**config.mk**
```make
export PLATFORM = sky130hd
export DESIGN_NAME = dap_controller
export DESIGN_NICKNAME = d
export VERILOG_FILES = /design/src/source/dap_pkg.sv /design/src/source/dap_controller.sv /design/src/source/dap_out_fifo.sv /design/src/source/dap_delay_worker.sv /design/src/source/dap_sequencer.sv /design/src/source/dap_reg_file.sv /design/src/source/ahb_slave_port.sv
export SDC_FILE = /design/constraint.sdc
export NUM_CORES = 1
export LEC_CHECK = 0
export BUFFER_PORTS_ARGS = -buffer_cell sky130_fd_sc_hd__buf_2
export CAP_MARGIN = 10
export CORE_MARGIN = 2
export CORE_UTILIZATION = 50
export DETAILED_ROUTE_END_ITERATION = 7
export GPL_TIMING_DRIVEN = 0
export PLACE_DENSITY_LB_ADDON = 0.08
export SLEW_MARGIN = 5
export SYNTH_ARGS = -nofsm -noshare
export SYNTH_HDL_FRONTEND = slang
export SYNTH_SLANG_ARGS = --single-unit
```
**constraint.sdc**
```tcl
create_clock -name hclk -period 2.99 [get_ports hclk]
set_input_delay 0.1495 -clock hclk [delete_from_list [all_inputs] [get_ports hclk]]
set_output_delay 0.1495 -clock hclk [all_outputs]
set_load 0.02 [all_outputs]
```
**src/source/dap_pkg.sv**
```systemverilog
package dap_pkg;

    // ------------------------------------------------------------
    // Bus and timing constants
    // ------------------------------------------------------------
    localparam int         addr_width     = 12;
    localparam logic [5:0] clock_freq_mhz = 6'd60;      // hclk cycles per us
    localparam int         fifo_depth     = 16;
    localparam int         fifo_ptr_w     = $clog2(fifo_depth);

    // Register word offsets, decoded on bits 11:2
    localparam logic [addr_width-1:0] cr_addr     = 12'h000;
    localparam logic [addr_width-1:0] time_addr   = 12'h004;
    localparam logic [addr_width-1:0] sr_addr     = 12'h008;
    localparam logic [addr_width-1:0] dr_addr     = 12'h00C;
    localparam logic [addr_width-1:0] curcmd_addr = 12'h010;

    // CMSIS-DAP command IDs
    localparam logic [7:0] id_delay            = 8'h09;
    localparam logic [7:0] id_queue_commands   = 8'h7E;
    localparam logic [7:0] id_execute_commands = 8'h7F;
    localparam logic [7:0] dap_ok              = 8'h00;  // Response status byte

    // Sequencer states
    localparam logic [1:0] seq_cmd   = 2'd0;
    localparam logic [1:0] seq_count = 2'd1;
    localparam logic [1:0] seq_wait  = 2'd2;
    localparam logic [1:0] seq_next  = 2'd3;

    // Delay worker states
    localparam logic [2:0] dw_idle  = 3'd0;
    localparam logic [2:0] dw_lo    = 3'd1;
    localparam logic [2:0] dw_hi    = 3'd2;
    localparam logic [2:0] dw_count = 3'd3;
    localparam logic [2:0] dw_emit  = 3'd4;
    localparam logic [2:0] dw_done  = 3'd5;

    typedef enum logic [1:0] {
        class_delay,
        class_exec,
        class_mcu
    } cmd_class_t;

    // One AHB write word, seen as control or status layout
    typedef union packed {
        struct packed {
            logic        int_en;
            logic [29:0] reserved;
            logic        enable;
        } ctrl;
        struct packed {
            logic        release_bit;
            logic [30:0] reserved;
        } status;
    } dap_wdata_u;

endpackage
```
**src/source/dap_controller.sv**
```systemverilog
module dap_controller
    import dap_pkg::*;
(
    input  logic                  hclk,
    input  logic                  hresetn,
    input  logic                  hsels,
    input  logic [addr_width-1:0] haddrs,
    input  logic [1:0]            htranss,
    input  logic [2:0]            hsizes,
    input  logic                  hwrites,
    input  logic                  hreadys,
    input  logic [31:0]           hwdatas,
    output logic                  hreadyouts,
    output logic                  hresps,
    output logic [31:0]           hrdatas,
    output logic                  intr,
    input  logic                  dap_in_tvalid,
    output logic                  dap_in_tready,
    input  logic [7:0]            dap_in_tdata,
    output logic                  dap_out_tvalid,
    output logic [7:0]            dap_out_tdata
);

    logic [addr_width-1:0] addr;
    logic                  read_en;
    logic                  write_en;
    logic [3:0]            byte_strobe;
    logic                  enable;
    logic                  int_en;
    logic                  us_tick;
    logic [7:0]            processing_cmd;
    logic                  mcu_pending;
    logic                  worker_start;
    logic                  worker_in_ready;
    logic                  worker_out_valid;
    logic [7:0]            worker_out_data;
    logic                  worker_done;
    logic                  fifo_wr_en;
    logic [7:0]            fifo_wdata;
    logic                  fifo_rd_en;
    logic                  fifo_empty;

    assign hreadyouts     = 1'b1;                      // Zero wait states
    assign hresps         = 1'b0;                      // OKAY
    assign dap_out_tvalid = fifo_rd_en & ~fifo_empty;

    // ------------------------------------------------------------
    // Bus side
    // ------------------------------------------------------------
    ahb_slave_port u_ahb_port (
        .hclk, .hresetn, .hsels, .haddrs, .htranss, .hsizes, .hwrites, .hreadys,
        .addr, .read_en, .write_en, .byte_strobe
    );

    dap_reg_file u_reg_file (
        .hclk, .hresetn, .addr, .read_en, .write_en, .byte_strobe, .hwdatas,
        .in_tdata (dap_in_tdata),
        .mcu_pending, .processing_cmd, .hrdatas, .enable, .int_en, .us_tick
    );

    // ------------------------------------------------------------
    // Command path
    // ------------------------------------------------------------
    dap_sequencer u_sequencer (
        .hclk, .hresetn, .enable, .int_en, .addr, .write_en, .byte_strobe, .hwdatas,
        .dap_in_tvalid, .dap_in_tdata, .worker_in_ready, .worker_out_valid,
        .worker_out_data, .worker_done, .fifo_empty, .dap_in_tready, .worker_start,
        .fifo_wr_en, .fifo_wdata, .fifo_rd_en, .processing_cmd, .mcu_pending, .intr
    );

    dap_delay_worker u_delay_worker (
        .hclk, .hresetn, .enable, .us_tick,
        .start     (worker_start),
        .in_valid  (dap_in_tvalid),
        .in_data   (dap_in_tdata),
        .in_ready  (worker_in_ready),
        .out_valid (worker_out_valid),
        .out_data  (worker_out_data),
        .done      (worker_done)
    );

    dap_out_fifo u_out_fifo (
        .hclk, .hresetn,
        .wr_en (fifo_wr_en),
        .wdata (fifo_wdata),
        .rd_en (fifo_rd_en),
        .rdata (dap_out_tdata),
        .empty (fifo_empty),
        .full  ()
    );

endmodule

```
**src/source/dap_out_fifo.sv**
```systemverilog
module dap_out_fifo
    import dap_pkg::*;
(
    input  logic       hclk,
    input  logic       hresetn,
    input  logic       wr_en,
    input  logic [7:0] wdata,
    input  logic       rd_en,
    output logic [7:0] rdata,
    output logic       empty,
    output logic       full
);

    logic [7:0]            mem [fifo_depth];
    logic [fifo_ptr_w-1:0] wr_ptr;
    logic [fifo_ptr_w-1:0] rd_ptr;
    logic [fifo_ptr_w:0]   count;
    logic                  do_wr;
    logic                  do_rd;

    assign do_wr = wr_en & ~full;                      // Write when full is lost
    assign do_rd = rd_en & ~empty;
    assign empty = (count == '0);
    assign full  = (count == (fifo_ptr_w + 1)'(fifo_depth));
    assign rdata = mem[rd_ptr];                        // Head entry

    always_ff @(posedge hclk) begin
        if (do_wr)
            mem[wr_ptr] <= wdata;
    end

    always_ff @(posedge hclk or negedge hresetn) begin
        if (!hresetn) begin
            wr_ptr <= '0;
            rd_ptr <= '0;
            count  <= '0;
        end else begin
            if (do_wr)
                wr_ptr <= wr_ptr + 1'b1;
            if (do_rd)
                rd_ptr <= rd_ptr + 1'b1;
            case ({do_wr, do_rd})
                2'b10:   count <= count + 1'b1;
                2'b01:   count <= count - 1'b1;
                default: count <= count;
            endcase
        end
    end

endmodule

```
**src/source/dap_delay_worker.sv**
```systemverilog
module dap_delay_worker
    import dap_pkg::*;
(
    input  logic       hclk,
    input  logic       hresetn,
    input  logic       enable,
    input  logic       us_tick,
    input  logic       start,
    input  logic       in_valid,
    input  logic [7:0] in_data,
    output logic       in_ready,
    output logic       out_valid,
    output logic [7:0] out_data,
    output logic       done
);

    logic [2:0]  state;
    logic [7:0]  delay_lo;
    logic [15:0] remaining;

    assign in_ready  = (state == dw_lo) || (state == dw_hi);
    assign out_valid = (state == dw_emit);
    assign out_data  = dap_ok;
    assign done      = (state == dw_done);

    always_ff @(posedge hclk) begin
        if (state == dw_lo && in_valid)
            delay_lo <= in_data;
    end

    always_ff @(posedge hclk or negedge hresetn) begin
        if (!hresetn) begin
            state     <= dw_idle;
            remaining <= 16'd0;
        end else if (!enable) begin
            state <= dw_idle;
        end else begin
            case (state)
                dw_idle: if (start) state <= dw_lo;
                dw_lo:   if (in_valid) state <= dw_hi;
                dw_hi: if (in_valid) begin
                    remaining <= {in_data, delay_lo};   // Delay in us, little endian
                    state     <= dw_count;
                end
                // One extra tick so the wait never falls short
                dw_count: if (us_tick) begin
                    if (remaining == 16'd0)
                        state <= dw_emit;
                    else
                        remaining <= remaining - 16'd1;
                end
                dw_emit: state <= dw_done;
                default: state <= dw_idle;
            endcase
        end
    end

endmodule

```
**src/source/dap_sequencer.sv**
```systemverilog
module dap_sequencer
    import dap_pkg::*;
(
    input  logic                  hclk,
    input  logic                  hresetn,
    input  logic                  enable,
    input  logic                  int_en,
    input  logic [addr_width-1:0] addr,
    input  logic                  write_en,
    input  logic [3:0]            byte_strobe,
    input  dap_wdata_u            hwdatas,
    input  logic                  dap_in_tvalid,
    input  logic [7:0]            dap_in_tdata,
    input  logic                  worker_in_ready,
    input  logic                  worker_out_valid,
    input  logic [7:0]            worker_out_data,
    input  logic                  worker_done,
    input  logic                  fifo_empty,
    output logic                  dap_in_tready,
    output logic                  worker_start,
    output logic                  fifo_wr_en,
    output logic [7:0]            fifo_wdata,
    output logic                  fifo_rd_en,
    output logic [7:0]            processing_cmd,
    output logic                  mcu_pending,
    output logic                  intr
);

    logic [1:0] state;
    logic [7:0] num_cmd;
    logic [7:0] decode_cmd;
    cmd_class_t cmd_class;
    logic       stream_phase;
    logic       in_fire;
    logic       dr_wr;
    logic       release_wr;

    // Live byte in the command state, held command otherwise
    assign decode_cmd = (state == seq_cmd) ? dap_in_tdata : processing_cmd;

    always_comb begin
        case (decode_cmd)
            id_delay:                               cmd_class = class_delay;
            id_queue_commands, id_execute_commands: cmd_class = class_exec;
            default:                                cmd_class = class_mcu;
        endcase
    end

    assign stream_phase  = (state == seq_cmd) || (state == seq_count);
    assign dap_in_tready = enable & (stream_phase |
                           (state == seq_wait && cmd_class == class_delay && worker_in_ready));
    assign in_fire       = dap_in_tvalid & dap_in_tready;

    assign dr_wr      = write_en && byte_strobe[0] &&
                        (addr[addr_width-1:2] == dr_addr[addr_width-1:2]);
    assign release_wr = write_en && byte_strobe[3] && hwdatas.status.release_bit &&
                        (addr[addr_width-1:2] == sr_addr[addr_width-1:2]);
    assign intr       = int_en & mcu_pending;

    // ------------------------------------------------------------
    // Command FSM
    // ------------------------------------------------------------
    always_ff @(posedge hclk or negedge hresetn) begin
        if (!hresetn) begin
            state          <= seq_cmd;
            num_cmd        <= 8'd0;
            processing_cmd <= 8'd0;
            mcu_pending    <= 1'b0;
            fifo_rd_en     <= 1'b0;
            worker_start   <= 1'b0;
        end else if (!enable) begin
            state          <= seq_cmd;
            num_cmd        <= 8'd0;
            processing_cmd <= 8'd0;
            mcu_pending    <= 1'b0;
            fifo_rd_en     <= 1'b0;
            worker_start   <= 1'b0;
        end else begin
            worker_start <= 1'b0;                       // Single-cycle pulse
            case (state)
                seq_cmd: if (in_fire) begin
                    processing_cmd <= dap_in_tdata;
                    case (cmd_class)
                        class_exec:  state <= seq_count;
                        class_delay: begin
                            state        <= seq_wait;
                            worker_start <= 1'b1;
                        end
                        default: begin                  // Hand off to the MCU
                            state       <= seq_wait;
                            mcu_pending <= 1'b1;
                        end
                    endcase
                end
                seq_count: if (in_fire) begin
                    num_cmd <= dap_in_tdata;
                    state   <= seq_cmd;
                end
                seq_wait: begin
                    if (cmd_class == class_mcu) begin
                        if (release_wr) begin
                            mcu_pending <= 1'b0;
                            state       <= seq_next;
                        end
                    end else if (worker_done) begin
                        state <= seq_next;
                    end
                end
                default: begin
                    if (num_cmd > 8'd1) begin           // More commands in the group
                        num_cmd <= num_cmd - 8'd1;
                        state   <= seq_cmd;
                    end else begin
                        num_cmd <= 8'd0;
                        if (fifo_empty) begin
                            fifo_rd_en <= 1'b0;
                            state      <= seq_cmd;
                        end else begin
                            fifo_rd_en <= 1'b1;
                        end
                    end
                end
            endcase
        end
    end

    // Output FIFO write source, MCU first
    always_comb begin
        fifo_wr_en = 1'b0;
        fifo_wdata = 8'd0;
        if (dr_wr) begin
            fifo_wr_en = 1'b1;
            fifo_wdata = hwdatas[7:0];
        end else if (stream_phase) begin
            fifo_wr_en = in_fire;                       // Echo command and count
            fifo_wdata = dap_in_tdata;
        end else if (state == seq_wait && cmd_class == class_delay) begin
            fifo_wr_en = worker_out_valid;
            fifo_wdata = worker_out_data;
        end
    end

endmodule

```
**src/source/dap_reg_file.sv**
```systemverilog
module dap_reg_file
    import dap_pkg::*;
(
    input  logic                  hclk,
    input  logic                  hresetn,
    input  logic [addr_width-1:0] addr,
    input  logic                  read_en,
    input  logic                  write_en,
    input  logic [3:0]            byte_strobe,
    input  dap_wdata_u            hwdatas,
    input  logic [7:0]            in_tdata,
    input  logic                  mcu_pending,
    input  logic [7:0]            processing_cmd,
    output logic [31:0]           hrdatas,
    output logic                  enable,
    output logic                  int_en,
    output logic                  us_tick
);

    dap_wdata_u  ctrl_q;
    logic [31:0] timestamp;
    logic [5:0]  us_div;
    logic        ctrl_wr;
    logic        time_wr;

    assign ctrl_wr = write_en && (addr[addr_width-1:2] == cr_addr[addr_width-1:2]);
    assign time_wr = write_en && (addr[addr_width-1:2] == time_addr[addr_width-1:2]);

    assign enable  = ctrl_q.ctrl.enable;
    assign int_en  = ctrl_q.ctrl.int_en;
    assign us_tick = (us_div == clock_freq_mhz - 6'd1);

    // ------------------------------------------------------------
    // Control register, written per byte lane
    // ------------------------------------------------------------
    always_ff @(posedge hclk or negedge hresetn) begin
        if (!hresetn) begin
            ctrl_q <= '0;
        end else if (ctrl_wr) begin
            for (int i = 0; i < 4; i++) begin
                if (byte_strobe[i])
                    ctrl_q[8*i +: 8] <= hwdatas[8*i +: 8];
            end
        end
    end

    // Cycle timestamp and us divider, both restart on a time write
    always_ff @(posedge hclk or negedge hresetn) begin
        if (!hresetn) begin
            timestamp <= 32'd0;
            us_div    <= 6'd0;
        end else if (time_wr) begin
            timestamp <= 32'd0;
            us_div    <= 6'd0;
        end else begin
            timestamp <= timestamp + 32'd1;
            us_div    <= us_tick ? 6'd0 : us_div + 6'd1;
        end
    end

    // ------------------------------------------------------------
    // Read data, valid in the data phase
    // ------------------------------------------------------------
    always_comb begin
        hrdatas = 32'd0;
        if (read_en) begin
            case (addr[addr_width-1:2])
                cr_addr[addr_width-1:2]:     hrdatas = ctrl_q;
                time_addr[addr_width-1:2]:   hrdatas = timestamp;
                sr_addr[addr_width-1:2]:     hrdatas = {mcu_pending, 31'd0};
                dr_addr[addr_width-1:2]:     hrdatas = {4{in_tdata}};  // Peek at input
                curcmd_addr[addr_width-1:2]: hrdatas = {24'd0, processing_cmd};
                default:                     hrdatas = 32'd0;
            endcase
        end
    end

endmodule

```
**src/source/ahb_slave_port.sv**
```systemverilog
module ahb_slave_port
    import dap_pkg::*;
(
    input  logic                  hclk,
    input  logic                  hresetn,
    input  logic                  hsels,
    input  logic [addr_width-1:0] haddrs,
    input  logic [1:0]            htranss,
    input  logic [2:0]            hsizes,
    input  logic                  hwrites,
    input  logic                  hreadys,
    output logic [addr_width-1:0] addr,
    output logic                  read_en,
    output logic                  write_en,
    output logic [3:0]            byte_strobe
);

    logic       trans_req;
    logic       rd_req;
    logic       wr_req;
    logic       update;
    logic [3:0] strobe_nxt;

    assign trans_req = hsels & hreadys & htranss[1];  // NONSEQ or SEQ only
    assign rd_req    = trans_req & ~hwrites;
    assign wr_req    = trans_req & hwrites;

    // New request, or close of the current data phase
    assign update = trans_req | ((read_en | write_en) & hreadys);

    // Lane decode from size and low address bits
    always_comb begin
        case (hsizes)
            3'b000:  strobe_nxt = 4'b0001 << haddrs[1:0];
            3'b001:  strobe_nxt = haddrs[1] ? 4'b1100 : 4'b0011;
            default: strobe_nxt = 4'b1111;
        endcase
    end

    always_ff @(posedge hclk or negedge hresetn) begin
        if (!hresetn) begin
            addr        <= '0;
            read_en     <= 1'b0;
            write_en    <= 1'b0;
            byte_strobe <= 4'b0000;
        end else begin
            if (trans_req)
                addr <= haddrs;
            if (update) begin
                read_en     <= rd_req;
                write_en    <= wr_req;
                byte_strobe <= strobe_nxt;
            end
        end
    end

endmodule

```
# --- Word level (Yosys, flattened, before mapping) ---
# Memory sizes are Yosys's and may differ from the RTL's.
# Index checks and enable logic that the tools add are counted.
classes:
  add_sub_neg: 8
  magnitude_cmp: 1
  n_eq_ne: 43
  shifts: 1
  mux: 58
  n_bitwise: 16
  n_reduce_logical: 36
ops:
  columns: ["op", "count"]
  rows:
  - ["$pmux W32 S5", 1]
  - ["$mux W32", 2]
  - ["$mux W8", 8]
  - ["$mux W16", 3]
  - ["$add A32 B1 Y32 const B", 1]
  - ["$pmux W16 S2", 1]
  - ["$eq A10 B2 Y1 const B", 2]
  - ["$reduce_and A5 Y1", 4]
  - ["$mux W1", 18]
  - ["$mux W2", 9]
  - ["$mux W3", 6]
  - ["$eq A8 B7 Y1 const B", 2]
  - ["$logic_not A16 Y1", 1]
  - ["$pmux W8 S2", 1]
  - ["$sub A16 B1 Y16 const B", 1]
  - ["$ne A3 B2 Y1 const B", 5]
  - ["$ne A3 B3 Y1 const B", 5]
  - ["$pmux W3 S5", 1]
  - ["$reduce_and A2 Y1", 7]
  - ["$mux W6", 2]
  - ["$ne A2 B2 Y1 const B", 6]
  - ["$and A1 B1 Y1", 10]
  - ["$eq A10 B1 Y1 const B", 1]
  - ["$eq A10 B3 Y1 const B", 1]
  - ["other kinds (37)", 65]
word_totals:
  regBits: 149
  ramBits: 128
  input_bits: 63
  out_inout_bits: 45
  word_cells: 186
  n_memories: 1
memory_table:
  columns: ["memory", "words", "word_bits", "read_ports", "rd_clocked_by_memory_dff", "wr", "line_no", "rtl"]
  rows:
  - ["u_out_fifo.mem", 16, 8, 1, 0, 1, "dap_out_fifo.sv:14", "logic [7:0] mem [fifo_depth];"]

# --- Depth between registers and ports, before layout ---
# Gate-level depths: netlist of run 1.
depth:
  depth_word: 16
  mapped_depth: 16
  ltp_nobuf: 14

# --- Modules after synthesis ---
# A second synthesis of run 1 with hierarchy kept.
hier_totals:
  cells_unflattened: 1188
  hier_area_um2: 13917.1
by_module_without_submodules:
  columns: ["module", "n_inst", "cells_each", "area_each_um2", "seq_area_each_um2"]
  rows:
  - ["dap_out_fifo", 1, 332, 5779.3, 4169.0]
  - ["dap_reg_file", 1, 413, 4048.9, 1751.7]
  - ["dap_delay_worker", 1, 178, 1735.4, 715.7]
  - ["dap_sequencer", 1, 207, 1561.5, 525.5]
  - ["ahb_slave_port", 1, 53, 755.7, 450.4]
  - ["dap_controller", 1, 5, 36.3, 0.0]

# --- Worst setup path after synthesis of run 1 ---
# No wires, ideal clock.
synth_path:
  kind: "flip-flop to flip-flop"
  start: "reg u_ahb_port.addr[9]"
  end: "reg u_out_fifo.count[4]"
  setup_time_ps: 125
  arrival_ps: 2979
  t_required_ps: 2865
  slack_ps: -115
  stages_incl_launch_ff: 16
  n_path_buf: 1
  synth_period_minus_slack_ps: 3105
  cell_sequence: "dfrtp_1 > or4_1 > nand3b_4 > nor2_1 > o31a_1 > buf_2 > inv_1 > ha_1 > inv_1 > fa_1 > inv_1 > a21o_1 > a21oi_1 > xnor2_1 > nor2_1 > xor2_1"
synth_via:
  elab_chain_len: 6
  elab_cells_between_ends: 8
  classes_between: "eq/ne: 3; mux: 2; bitwise: 1; reduce/logical: 2"
synth_rtl:
  columns: ["item", "line_no", "rtl"]
  rows:
  - ["start, declared", "ahb_slave_port.sv:12", "output logic [addr_width-1:0] addr,"]
  - ["start signal, assigned", "ahb_slave_port.sv:48", "addr <= haddrs;"]
  - ["$eq A10 B2 Y1 *", "dap_sequencer.sv:55", "(addr[addr_width-1:2] == dr_addr[addr_width-1:2]);"]
  - ["$logic_and A1 B1 Y1 *", "dap_sequencer.sv:54", "assign dr_wr = write_en && byte_strobe[0] &&"]
  - ["$mux W1 *", "dap_sequencer.sv:131", "if (dr_wr) begin"]
  - ["$and A1 B1 Y1 *", "dap_out_fifo.sv:21", "assign do_wr = wr_en & ~full;"]
  - ["$eq A2 B1 Y1 or $eq A2 B2 Y1 (tied branches)", "dap_out_fifo.sv:42", "case ({do_wr, do_rd})"]
  - ["$pmux W5 S2 or $reduce_bool A2 Y1 (tied branches)", null, null]
  - ["end signal, assigned", "dap_out_fifo.sv:43", "2'b10: count <= count + 1'b1;"]
  - ["end signal, assigned", "dap_out_fifo.sv:44", "2'b01: count <= count - 1'b1;"]
  - ["end signal, assigned", "dap_out_fifo.sv:45", "default: count <= count;"]
  - ["end, declared", "dap_out_fifo.sv:17", "logic [fifo_ptr_w:0] count;"]
# Mark *: on every way between the ends. The rest lies on a longest branch, timed or not.
# A chain may end at the register's enable or synchronous reset.

# --- Worst setup path after layout of run 1 ---
layout_path:
  start: "reg u_ahb_port.addr[8]"
  end: "out hrdatas[22]"
layout_via:
  elab_chain_len: 3
  elab_cells_between_ends: 7
  classes_between: "eq/ne: 4; mux: 2; reduce/logical: 1"
layout_rtl:
  columns: ["item", "line_no", "rtl"]
  rows:
  - ["$eq A10 B3 Y1 (tied with other cells)", "dap_reg_file.sv:67", "case (addr[addr_width-1:2])"]
  - ["$pmux W32 S5 *", "dap_reg_file.sv:67", null]
  - ["$mux W32 *", "dap_reg_file.sv:66", "if (read_en) begin"]
  - ["end, declared", "dap_controller.sv:15", "output logic [31:0] hrdatas,"]
# Marks and branches as above.

==> impl_results.html, run 1 <==
<table>
<tr><th>Metric</th><th>Value</th></tr>
<tr><th colspan="2">Outcome</th></tr>
<tr><td>Run status</td><td>complete, but fails checks</td></tr>
<tr><td>Failing checks</td><td>negative setup slack</td></tr>
<tr><th colspan="2">Setup path</th></tr>
<tr><td>Slowest cell on crit path</td><td>or4_4</td></tr>
<tr><td>Required time at the endpoint of the critical path</td><td>2.84 ns</td></tr>
<tr><td>Maximum fanout along the worst path</td><td>10</td></tr>
<tr><td>Cell-by-cell trace of the critical path</td><td>or4_4 -&gt; nand3b_4 -&gt; buf_4 -&gt; nor3b_4 -&gt; buf_4 -&gt; buf_6 -&gt; a22oi_1 -&gt; a21oi_1 -&gt; buf_4</td></tr>
<tr><td>Path type of the worst setup path</td><td>flop to output port</td></tr>
<tr><td>Most numerous cell on the critical path</td><td>buf_4</td></tr>
<tr><td>Critical path's largest stage delay</td><td>0.54 ns</td></tr>
<tr><td>Depth of the worst register-to-register path</td><td>15</td></tr>
<tr><td>Kind of end point of the critical path</td><td>output port</td></tr>
<tr><td>Dominant delay contributor by cell family on the critical path</td><td>simple AND/OR/NAND/NOR gates</td></tr>
<tr><td>Stages on worst setup path</td><td>9</td></tr>
<tr><td>Critical path buffers and inverters</td><td>4</td></tr>
<tr><td>Crit path launch type</td><td>flop</td></tr>
<tr><td>Endpoint arrival time on the critical path</td><td>2.92 ns</td></tr>
<tr><th colspan="2">Finish</th></tr>
<tr><td># nets final</td><td>1308</td></tr>
<tr><td>Area of all placed cells without fillers</td><td>15700 um2</td></tr>
<tr><td>Area overhead of the layout relative to synthesis</td><td>23.8%</td></tr>
<tr><td>Fraction of layout cells with a size suffix above 1</td><td>0.260</td></tr>
<tr><th colspan="2">Logic synthesis</th></tr>
<tr><td>Number of enable flip-flop cells after synthesis</td><td>136</td></tr>
<tr><td>Leading area contributor after synthesis</td><td>edfxtp_1</td></tr>
<tr><td>Post-synthesis mux area share</td><td>0.114</td></tr>
<tr><td>Synthesis warning total</td><td>0</td></tr>
<tr><td>Cell types with the highest counts after synthesis</td><td>139 x dfrtp_1, 136 x edfxtp_1, 83 x nand2_1</td></tr>
<tr><td>Share of flip-flops with an asynchronous set or reset</td><td>0.505</td></tr>
<tr><td>Synth Flop Type</td><td>dfrtp_1</td></tr>
<tr><td>Flip-flop and latch count after synthesis</td><td>275</td></tr>
<tr><td>Sequential element share of the synthesized area</td><td>0.595</td></tr>
<tr><td>Post-Synth XOR/XNOR Area</td><td>0.0262</td></tr>
<tr><td>Instance count of the mapped netlist</td><td>1008</td></tr>
<tr><td>Net count after synthesis</td><td>1086</td></tr>
<tr><td>Adder-cell share of the synthesized area</td><td>0.0154</td></tr>
<tr><td>Largest cells by area after synthesis</td><td>edfxtp_1 32%, dfrtp_1 27%, mux4_2 7.1%, mux2_2 3.8%, a21oi_1 2.6%</td></tr>
<tr><td>Compound-Gate Fraction of Synth Area</td><td>0.100</td></tr>
<tr><td>Netlist area before placement</td><td>12700 um2</td></tr>
<tr><td>Post-synthesis share of cell area spent on and, or, nand and nor gates</td><td>0.125</td></tr>
<tr><td>Top-count cell post-synth</td><td>dfrtp_1</td></tr>
<tr><td>Number of unique standard cell types used by synthesis</td><td>64</td></tr>
<tr><td>Share of the synthesized area in the top cell type</td><td>0.321</td></tr>
<tr><td>Largest family of logic cells by synthesized area</td><td>simple AND/OR/NAND/NOR gates</td></tr>
<tr><td>Average instance area after synthesis</td><td>12.6 um2</td></tr>
<tr><th colspan="2">Power</th></tr>
<tr><td>Pwr/cell area</td><td>697 nW/um2</td></tr>
<tr><td>Leakage power summed over all cells</td><td>6.10 nW</td></tr>
<tr><td>Highest ir drop seen on vdd</td><td>446 uV</td></tr>
<tr><td>Total power consumption of the routed design</td><td>11.0 mW</td></tr>
<tr><th colspan="2">Routing</th></tr>
<tr><td>Number of vias after detailed routing</td><td>9199</td></tr>
<tr><td>Total detailed-routing wirelength</td><td>31.8 mm</td></tr>
<tr><td>Routed length per placed instance</td><td>20.1 um</td></tr>
<tr><td>Detailed-router iteration count before antenna repair</td><td>8</td></tr>
<tr><td>Number of routed nets with antenna violations</td><td>0</td></tr>
<tr><td>Via-to-Cell Ratio</td><td>5.81</td></tr>
<tr><td>DR iter-0 viols</td><td>793</td></tr>
<tr><td>DRC errors left</td><td>0</td></tr>
<tr><th colspan="2">STA</th></tr>
<tr><td>Measured slew at the worst slew-check pin</td><td>0.936 ns</td></tr>
<tr><td>Number of pins with negative max-slew slack in the final report</td><td>0</td></tr>
<tr><td>Minimum period implied by the final worst setup slack</td><td>3.07 ns</td></tr>
<tr><td>Crit share post-route</td><td>1.03</td></tr>
<tr><td>Setup violation total in the final timing report</td><td>16</td></tr>
<tr><td>Highest clock rate</td><td>326 MHz</td></tr>
<tr><td>Setup repair after global routing missed its margin</td><td>yes</td></tr>
<tr><td>Hold violation count in the final report</td><td>0</td></tr>
<tr><td>Min setup slack post-route</td><td>-0.0777 ns</td></tr>
<tr><td>Fin Clk Skew</td><td>0.0119 ns</td></tr>
<tr><td>Worst max-slew margin expressed relative to the limit</td><td>0.374</td></tr>
<tr><th colspan="2">Global route</th></tr>
<tr><td>Vias in the first global route</td><td>8976</td></tr>
<tr><td>Wire length of the first global-routing pass</td><td>49.3 mm</td></tr>
<tr><td>Maximum number of pins on one net before global-route repair</td><td>82</td></tr>
<tr><td>Gr usage total</td><td>0.239</td></tr>
<tr><td>Antenna violations before repair</td><td>2</td></tr>
<tr><td>Gr ovfl total</td><td>0</td></tr>
<tr><th colspan="2">Die</th></tr>
<tr><td>Vertical die dimension</td><td>163 um</td></tr>
<tr><td>Placeable core region</td><td>25000 um2</td></tr>
<tr><td>Site Rows</td><td>58</td></tr>
<tr><td>Initial standard-cell utilization of the core</td><td>0.508</td></tr>
<tr><td>Area of the die</td><td>26700 um2</td></tr>
<tr><td>Boundary pin count</td><td>108</td></tr>
<tr><td>Horizontal die dimension</td><td>163 um</td></tr>
<tr><th colspan="2">Placement</th></tr>
<tr><td>Final GP Congestion</td><td>0.833</td></tr>
<tr><td>Post-DP HPWL</td><td>21.4 mm</td></tr>
<tr><td>Placed inst area</td><td>13800 um2</td></tr>
<tr><td>Port buffer count</td><td>104</td></tr>
<tr><th colspan="2">Clocking</th></tr>
<tr><td>Post-CTS clock slew at the launch and capture registers of the worst setup and hold paths</td><td>0.06 ns</td></tr>
<tr><td>Maximum level of the CTS H-tree</td><td>1</td></tr>
<tr><td>Cell at the root of the clock tree</td><td>clkbuf_16</td></tr>
<tr><td>Latest clock arrival within the worst-skew pair</td><td>0.55 ns</td></tr>
<tr><td>Clock tree sinks</td><td>275</td></tr>
<tr><td>CTS tree</td><td>done</td></tr>
<tr><td>Buffers from clock root to sink, at most</td><td>3</td></tr>
<tr><td>Num CTS Buffers</td><td>29</td></tr>
<tr><th colspan="2">Worst hold path</th></tr>
<tr><td>Cell depth of the worst min-delay path</td><td>3</td></tr>
<tr><td>Hold crit path type</td><td>input port to flop</td></tr>
<tr><th colspan="2">Run</th></tr>
<tr><td>Number of max-cap violations</td><td>0</td></tr>
</table>
[area by class of cell]
type	instances	area, um2
antenna	1	2.50
fill	1997	9300
buffer	45	240
tap	330	413
sequential	275	7560
clock inverter	19	135
inverter	25	98.8
multi-input combinational	658	5040
timing repair buffer	196	1500
clock buffer	35	748
[metrics by stage]
stage	hold slack, ns	TNS [ns]	setup WS, ns	cells	util
global placement	0.355	-56.53	-0.560	1442	0.546
global route	0.0698	-3.25	-0.198	1584	0.629
floorplan	-0.146	0	0.00847	1008	-
detailed placement	0.162	-1.39	-0.606	1452	0.551
finish	0.0666	-0.821	-0.0777	1584	0.629
CTS	0.0586	-0.0423	-0.0423	1573	0.619
[timing repair]
action / 4_1_cts / 5_1_grt
pin swaps: 7 / 27
resized for setup: 50 / 60
hold buffers: 61 / 0
setup buffers: 9 / 11
endpoints found under the hold margin: 125 / 0
cloned: 0 / 1
setup endpoints to repair: 44 / 88
[path summary, 6_finish.rpt]
path	from	end	slack (ns)
setup / recovery	u_ahb_port.addr[8]$_DFFE_PN0P_	hrdatas[22]	-0.08
hold / removal	htranss[1]	u_ahb_port.addr[2]$_DFFE_PN0P_	0.07
setup reg to reg	u_ahb_port.addr[8]$_DFFE_PN0P_	u_out_fifo.count[4]$_DFFE_PN0P_	-0.06
hold reg to reg	u_reg_file.us_div[0]$_DFF_PN0_	u_reg_file.us_div[0]$_DFF_PN0_	0.48
max in group asynchronous	hresetn	u_out_fifo.wr_ptr[1]$_DFFE_PN0P_	2.01
min in group asynchronous	hresetn	u_out_fifo.rd_ptr[2]$_DFFE_PN0P_	0.13
[where the power goes]
group / switching [mW] / total, mW / internal (mW)
Clock: 1.44 / 3.38 / 1.94
Sequential: 0.342 / 4.79 / 4.45
Combinational: 1.50 / 2.80 / 1.30
Total: 3.28 / 11.0 / 7.69
[registers in the layout (all words and copies together) (netlist names), 5 cells and up]
register / flops
u_out_fifo.mem: 128
u_reg_file.ctrl_q: 32
u_reg_file.timestamp: 32
u_delay_worker.remaining: 16
u_ahb_port.addr: 10
u_delay_worker.delay_lo: 8
u_sequencer.num_cmd: 8
u_sequencer.processing_cmd: 8
u_reg_file.us_div: 6
u_out_fifo.count: 5
[layout by cell type, fill, tap and decap left out, types with 8 or more instances in the layout]
cell,Yosys,routed
a21oi_1,67,59
a21oi_2,0,8
a222oi_1,8,8
a22oi_1,29,29
and3_1,28,27
buf_2,7,77
buf_4,2,55
buf_6,0,15
clkbuf_1,36,26
clkbuf_16,0,29
clkinv_1,1,12
dfrtp_1,139,138
dlygate4sd3_1,0,61
edfxtp_1,136,136
ha_1,14,12
inv_1,24,21
mux2_2,43,43
mux4_2,40,40
nand2_1,83,75
nand2_2,0,8
nand3_1,20,20
nand4_1,13,13
nor2_1,71,69
nor3_1,21,21
o21ai_0,58,51
or3_1,9,9
xnor2_1,24,24
xor2_1,14,14
[per-layer routing]
| layer | global-route usage | share of wire |
|---|---|---|
| met4 | 0.0642 | 0.020 |
| met5 | 0 | 0 |
| met2 | 0.363 | 0.46 |
| met3 | 0.0366 | 0.066 |
| met1 | 0.361 | 0.46 |
[worst reg2reg max path, delay by kind of cell, from the launching register on]
kind | cells | cell delay, ns
adder cells (fa/ha/maj) | 2 | 0.38
AND/OR/NAND/NOR | 4 | 1.01
buffers and inverters | 4 | 0.29
XOR/XNOR | 2 | 0.30
flip-flops | 1 | 0.37
AO/OA/AOI/OAI | 3 | 0.59
[cells by family (layout without fill, tap and decap cells)]
family	Yosys count	count (layout)
simple gates	307	307
flops	275	275
other cells	2	3
mux	89	89
xor+xnor	38	38
fa+ha+maj	15	15
compound gates	207	207
buf+inv	75	320
Power figures use the tool's default switching activity.
==> run 2, diff against run 1 <==
--- a/config.mk
+++ b/config.mk
@@ -5,13 +5,17 @@
 export SDC_FILE = /design/constraint.sdc
 export NUM_CORES = 1
 export LEC_CHECK = 0
+export ABC_AREA = 1
 export BUFFER_PORTS_ARGS = -buffer_cell sky130_fd_sc_hd__buf_2
 export CAP_MARGIN = 10
+export CELL_PAD_IN_SITES_DETAIL_PLACEMENT = 0
+export CELL_PAD_IN_SITES_GLOBAL_PLACEMENT = 1
 export CORE_MARGIN = 2
-export CORE_UTILIZATION = 50
+export CORE_UTILIZATION = 42
 export DETAILED_ROUTE_END_ITERATION = 7
 export GPL_TIMING_DRIVEN = 0
 export PLACE_DENSITY_LB_ADDON = 0.08
+export SKIP_LAST_GASP = 1
 export SLEW_MARGIN = 5
 export SYNTH_ARGS = -nofsm -noshare
 export SYNTH_HDL_FRONTEND = slang
==> impl_results.html, run 2 <==
<table>
<tr><th>Metric</th><th>Value</th></tr>
<tr><th colspan="2">Outcome</th></tr>
<tr><td>Run status</td><td>complete, no violations</td></tr>
<tr><th colspan="2">Logic synthesis</th></tr>
<tr><td>Synth Flop Type</td><td>dfrtp_1</td></tr>
<tr><td>Share of the synthesized area in the top cell type</td><td>0.294</td></tr>
<tr><td>Top-count cell post-synth</td><td>nand2_1</td></tr>
<tr><td>Largest cells by area after synthesis</td><td>edfxtp_1 29%, dfrtp_1 25%, nand2_1 8.8%, inv_1 5.1%, nor2_1 4.8%</td></tr>
<tr><td>Net count after synthesis</td><td>1611</td></tr>
<tr><td>Flip-flop and latch count after synthesis</td><td>275</td></tr>
<tr><td>Instance count of the mapped netlist</td><td>1533</td></tr>
<tr><td>Sequential element share of the synthesized area</td><td>0.545</td></tr>
<tr><td>Average instance area after synthesis</td><td>9.06 um2</td></tr>
<tr><td>Leading area contributor after synthesis</td><td>edfxtp_1</td></tr>
<tr><td>Netlist area before placement</td><td>13900 um2</td></tr>
<tr><td>Number of enable flip-flop cells after synthesis</td><td>136</td></tr>
<tr><td>Share of flip-flops with an asynchronous set or reset</td><td>0.505</td></tr>
<tr><td>Cell types with the highest counts after synthesis</td><td>325 x nand2_1, 188 x inv_1, 177 x nor2_1</td></tr>
<tr><td>Number of unique standard cell types used by synthesis</td><td>49</td></tr>
<tr><td>Synthesis warning total</td><td>0</td></tr>
<tr><th colspan="2">STA</th></tr>
<tr><td>Setup_tns</td><td>0 ns</td></tr>
<tr><td>Hold violation count in the final report</td><td>0</td></tr>
<tr><td>Setup repair after global routing missed its margin</td><td>yes</td></tr>
<tr><td>Worst max-slew margin expressed relative to the limit</td><td>0.394</td></tr>
<tr><td>Highest clock rate</td><td>343 MHz</td></tr>
<tr><td>Measured slew at the worst slew-check pin</td><td>0.908 ns</td></tr>
<tr><td>Number of pins with negative max-slew slack in the final report</td><td>0</td></tr>
<tr><td>Crit share post-route</td><td>0.975</td></tr>
<tr><td>Setup violation total in the final timing report</td><td>0</td></tr>
<tr><td>Fin Clk Skew</td><td>0.0184 ns</td></tr>
<tr><td>Minimum period implied by the final worst setup slack</td><td>2.92 ns</td></tr>
<tr><th colspan="2">Die</th></tr>
<tr><td>Area of the die</td><td>34500 um2</td></tr>
<tr><td>Initial standard-cell utilization of the core</td><td>0.427</td></tr>
<tr><td>Site Rows</td><td>66</td></tr>
<tr><td>Horizontal die dimension</td><td>186 um</td></tr>
<tr><td>Placeable core region</td><td>32500 um2</td></tr>
<tr><td>Vertical die dimension</td><td>186 um</td></tr>
<tr><td>Boundary pin count</td><td>108</td></tr>
<tr><th colspan="2">Clocking</th></tr>
<tr><td>Clock tree sinks</td><td>275</td></tr>
<tr><td>Latest clock arrival within the worst-skew pair</td><td>0.57 ns</td></tr>
<tr><td>Cell at the root of the clock tree</td><td>clkbuf_16</td></tr>
<tr><td>Post-CTS clock slew at the launch and capture registers of the worst setup and hold paths</td><td>0.06 ns</td></tr>
<tr><td>Maximum level of the CTS H-tree</td><td>1</td></tr>
<tr><td>Buffers from clock root to sink, at most</td><td>3</td></tr>
<tr><td>Num CTS Buffers</td><td>31</td></tr>
<tr><td>CTS tree</td><td>done</td></tr>
<tr><th colspan="2">Routing</th></tr>
<tr><td>Number of routed nets with antenna violations</td><td>0</td></tr>
<tr><td>Routed length per placed instance</td><td>18.8 um</td></tr>
<tr><td>Number of vias after detailed routing</td><td>11500</td></tr>
<tr><td>Via-to-Cell Ratio</td><td>5.19</td></tr>
<tr><td>DRC errors left</td><td>0</td></tr>
<tr><td>Detailed-router iteration count before antenna repair</td><td>5</td></tr>
<tr><td>DR iter-0 viols</td><td>927</td></tr>
<tr><td>Total detailed-routing wirelength</td><td>41.6 mm</td></tr>
<tr><th colspan="2">Finish</th></tr>
<tr><td>Most common cell after layout, fill and taps aside</td><td>nand2_1</td></tr>
<tr><td>Layout fillers</td><td>3138</td></tr>
<tr><td>Registers with the highest flip-flop counts</td><td>u_out_fifo.mem: 128 flops, u_reg_file.ctrl_q: 32 flops, u_reg_file.timestamp: 32 flops</td></tr>
<tr><td>Cell Count, Final, Fillers Out</td><td>2216</td></tr>
<tr><td>Area overhead of the layout relative to synthesis</td><td>21.4%</td></tr>
<tr><td>Fraction of layout cells with a size suffix above 1</td><td>0.153</td></tr>
<tr><td>Number of flip-flops in the largest register</td><td>128</td></tr>
<tr><td>Final core occ</td><td>0.518</td></tr>
<tr><td>Most flops, register</td><td>u_out_fifo.mem</td></tr>
<tr><td>Diodes inserted</td><td>0</td></tr>
<tr><td># nets final</td><td>1827</td></tr>
<tr><td>Area of all placed cells without fillers</td><td>16900 um2</td></tr>
<tr><td>Most used cells in the layout excluding fill and tap cells</td><td>320 x nand2_1, 187 x inv_1, 172 x nor2_1, 138 x dfrtp_1, 136 x edfxtp_1</td></tr>
<tr><th colspan="2">Setup path</th></tr>
<tr><td>Dominant delay contributor by cell family on the critical path</td><td>simple AND/OR/NAND/NOR gates</td></tr>
<tr><td>Depth of the worst register-to-register path</td><td>19</td></tr>
<tr><td>Critical path buffers and inverters</td><td>2</td></tr>
<tr><td>Startpoint of the worst register-to-register path</td><td>u_sequencer.state[1]$_DFFE_PN0P_</td></tr>
<tr><td>Crit path launch type</td><td>flop</td></tr>
<tr><td>Path type of the worst setup path</td><td>flop to flop</td></tr>
<tr><td>Required time at the endpoint of the critical path</td><td>3.47 ns</td></tr>
<tr><td>Kind of end point of the critical path</td><td>flop</td></tr>
<tr><td>Reg2reg setup slack</td><td>0.07 ns</td></tr>
<tr><td>Cell-by-cell trace of the critical path</td><td>nor2_4 -&gt; nand2_1 -&gt; o21ai_0 -&gt; nor2_1 -&gt; nand2_1 -&gt; nor2_2 -&gt; nand3_2 -&gt; nand3_4 -&gt; nand2_4 -&gt; buf_6 -&gt; ha_4 -&gt; inv_1 -&gt; fa_1 -&gt; nor2_2 -&gt; a211oi_2 -&gt; nand2_1 -&gt; nand2_1 -&gt; nor2_1 -&gt; xor2_1</td></tr>
<tr><td>Critical register-to-register path endpoint</td><td>u_out_fifo.count[4]$_DFFE_PN0P_</td></tr>
<tr><td>Most numerous cell on the critical path</td><td>nand2_1</td></tr>
<tr><td>Endpoint arrival time on the critical path</td><td>3.39 ns</td></tr>
<tr><td>Maximum fanout along the worst path</td><td>10</td></tr>
<tr><td>Slowest cell on crit path</td><td>dfrtp_2</td></tr>
<tr><td>Critical path's largest stage delay</td><td>0.49 ns</td></tr>
<tr><th colspan="2">Global route</th></tr>
<tr><td>Gr ovfl total</td><td>0</td></tr>
<tr><td>Gr usage total</td><td>0.245</td></tr>
<tr><td>Wire length of the first global-routing pass</td><td>64.4 mm</td></tr>
<tr><td>Vias in the first global route</td><td>11200</td></tr>
<tr><td>Antenna violations before repair</td><td>0</td></tr>
<tr><td>Maximum number of pins on one net before global-route repair</td><td>73</td></tr>
<tr><th colspan="2">Power</th></tr>
<tr><td>Highest ir drop seen on vdd</td><td>469 uV</td></tr>
<tr><td>Leakage power summed over all cells</td><td>7.39 nW</td></tr>
<tr><td>Pwr/cell area</td><td>855 nW/um2</td></tr>
<tr><th colspan="2">Run</th></tr>
<tr><td>Number of max-cap violations</td><td>0</td></tr>
<tr><th colspan="2">Worst hold path</th></tr>
<tr><td>Endpoint of the worst hold path</td><td>u_sequencer.num_cmd[7]$_DFFE_PN0P_</td></tr>
<tr><td>Hold crit path type</td><td>input port to flop</td></tr>
<tr><td>Cell depth of the worst min-delay path</td><td>4</td></tr>
<tr><td>Startpoint of the worst hold path</td><td>dap_in_tvalid</td></tr>
<tr><th colspan="2">Placement</th></tr>
<tr><td>Port buffer count</td><td>104</td></tr>
<tr><td>Placed inst area</td><td>15100 um2</td></tr>
<tr><td>Total instance count after detailed placement</td><td>2087</td></tr>
<tr><td>Post-DP HPWL</td><td>29.8 mm</td></tr>
<tr><td>Final GP Congestion</td><td>0.894</td></tr>
</table>
run 2: per-layer routing:
metal	GRT usage	wire length, um
met3	0.0305	2370
met4	0.0557	839
met5	0	0
met1	0.342	18600
met2	0.408	19700
run 2: per-stage QoR:
stage          hold WS, ns  total power [mW]  worst slack [ns]
6_report            0.0964              14.4            0.0743
4_1_cts             0.0672              14.4           -0.0188
2_1_floorplan       -0.146              8.84             0.269
3_5_place_dp         0.166              10.5            -0.273
3_3_place_gp         0.349              10.4            -0.961
5_1_grt              0.122              15.4            -0.128
run 2: power breakdown:
| part | total (mW) | internal, mW | switching, mW |
|---|---|---|---|
| Sequential | 5.29 | 4.79 | 0.496 |
| Combinational | 5.36 | 1.81 | 3.55 |
| Clock | 3.77 | 2.21 | 1.56 |
| Total | 14.4 | 8.81 | 5.60 |
run 2: logic make-up (layout without fill, tap and decap cells):
family	Yosys count	count (layout)	share of synthesized area
AND/OR/NAND/NOR	659	660	0.204
flip-flops	275	275	0.545
AO/OA/AOI/OAI	257	257	0.112
buffers and inverters	248	488	0.0712
XOR/XNOR	39	39	0.0246
multiplexers	38	38	0.0288
adder cells (fa/ha/maj)	15	15	0.0141
other	2	2	0.000541
run 2: layout make-up:
class	count	area (um2)	share of cell area
clock inverter	17	165	0.00980
multi-input combinational	1011	5430	0.322
inverter	198	746	0.0442
sequential	275	7560	0.449
clock buffer	41	833	0.0494
buffer	50	256	0.0152
tap	442	553	0.0328
timing repair buffer	182	1310	0.0776
run 2: worst register-to-register path: cells and delay by family (launching register included):
kind                     cells  cell delay (ns)
AO/OA/AOI/OAI                2             0.18
XOR/XNOR                     1             0.17
adder cells (fa/ha/maj)      2             0.60
buffers and inverters        2             0.27
flip-flops                   1             0.49
AND/OR/NAND/NOR             12             1.12
run 2: worst max path at each step:
stage | to | start | cells past startpoint | slack (ns)
after floorplan | u_out_fifo.count[4]$_DFFE_PN0P_ | u_sequencer.state[0]$_DFFE_PN0P_ | 20 | 0.27
after global placement | u_out_fifo.mem[1][6]$_DFFE_PP_ | u_ahb_port.addr[6]$_DFFE_PN0P_ | 6 | -0.96
after detailed placement | u_out_fifo.count[4]$_DFFE_PN0P_ | u_ahb_port.addr[6]$_DFFE_PN0P_ | 16 | -0.27
after CTS | u_out_fifo.count[4]$_DFFE_PN0P_ | u_sequencer.state[1]$_DFFE_PN0P_ | 20 | -0.02
after global routing | u_out_fifo.count[4]$_DFFE_PN0P_ | u_sequencer.state[0]$_DFFE_PN0P_ | 20 | -0.13
final | u_out_fifo.count[4]$_DFFE_PN0P_ | u_sequencer.state[1]$_DFFE_PN0P_ | 19 | 0.07
run 2: repair_timing:
item,CTS,global route
buffers inserted,1,5
hold buffers,64,0
cloned,1,0
setup endpoints to repair,13,47
resized for setup,8,26
hold endpoints to repair,127,0
pin swaps,2,4
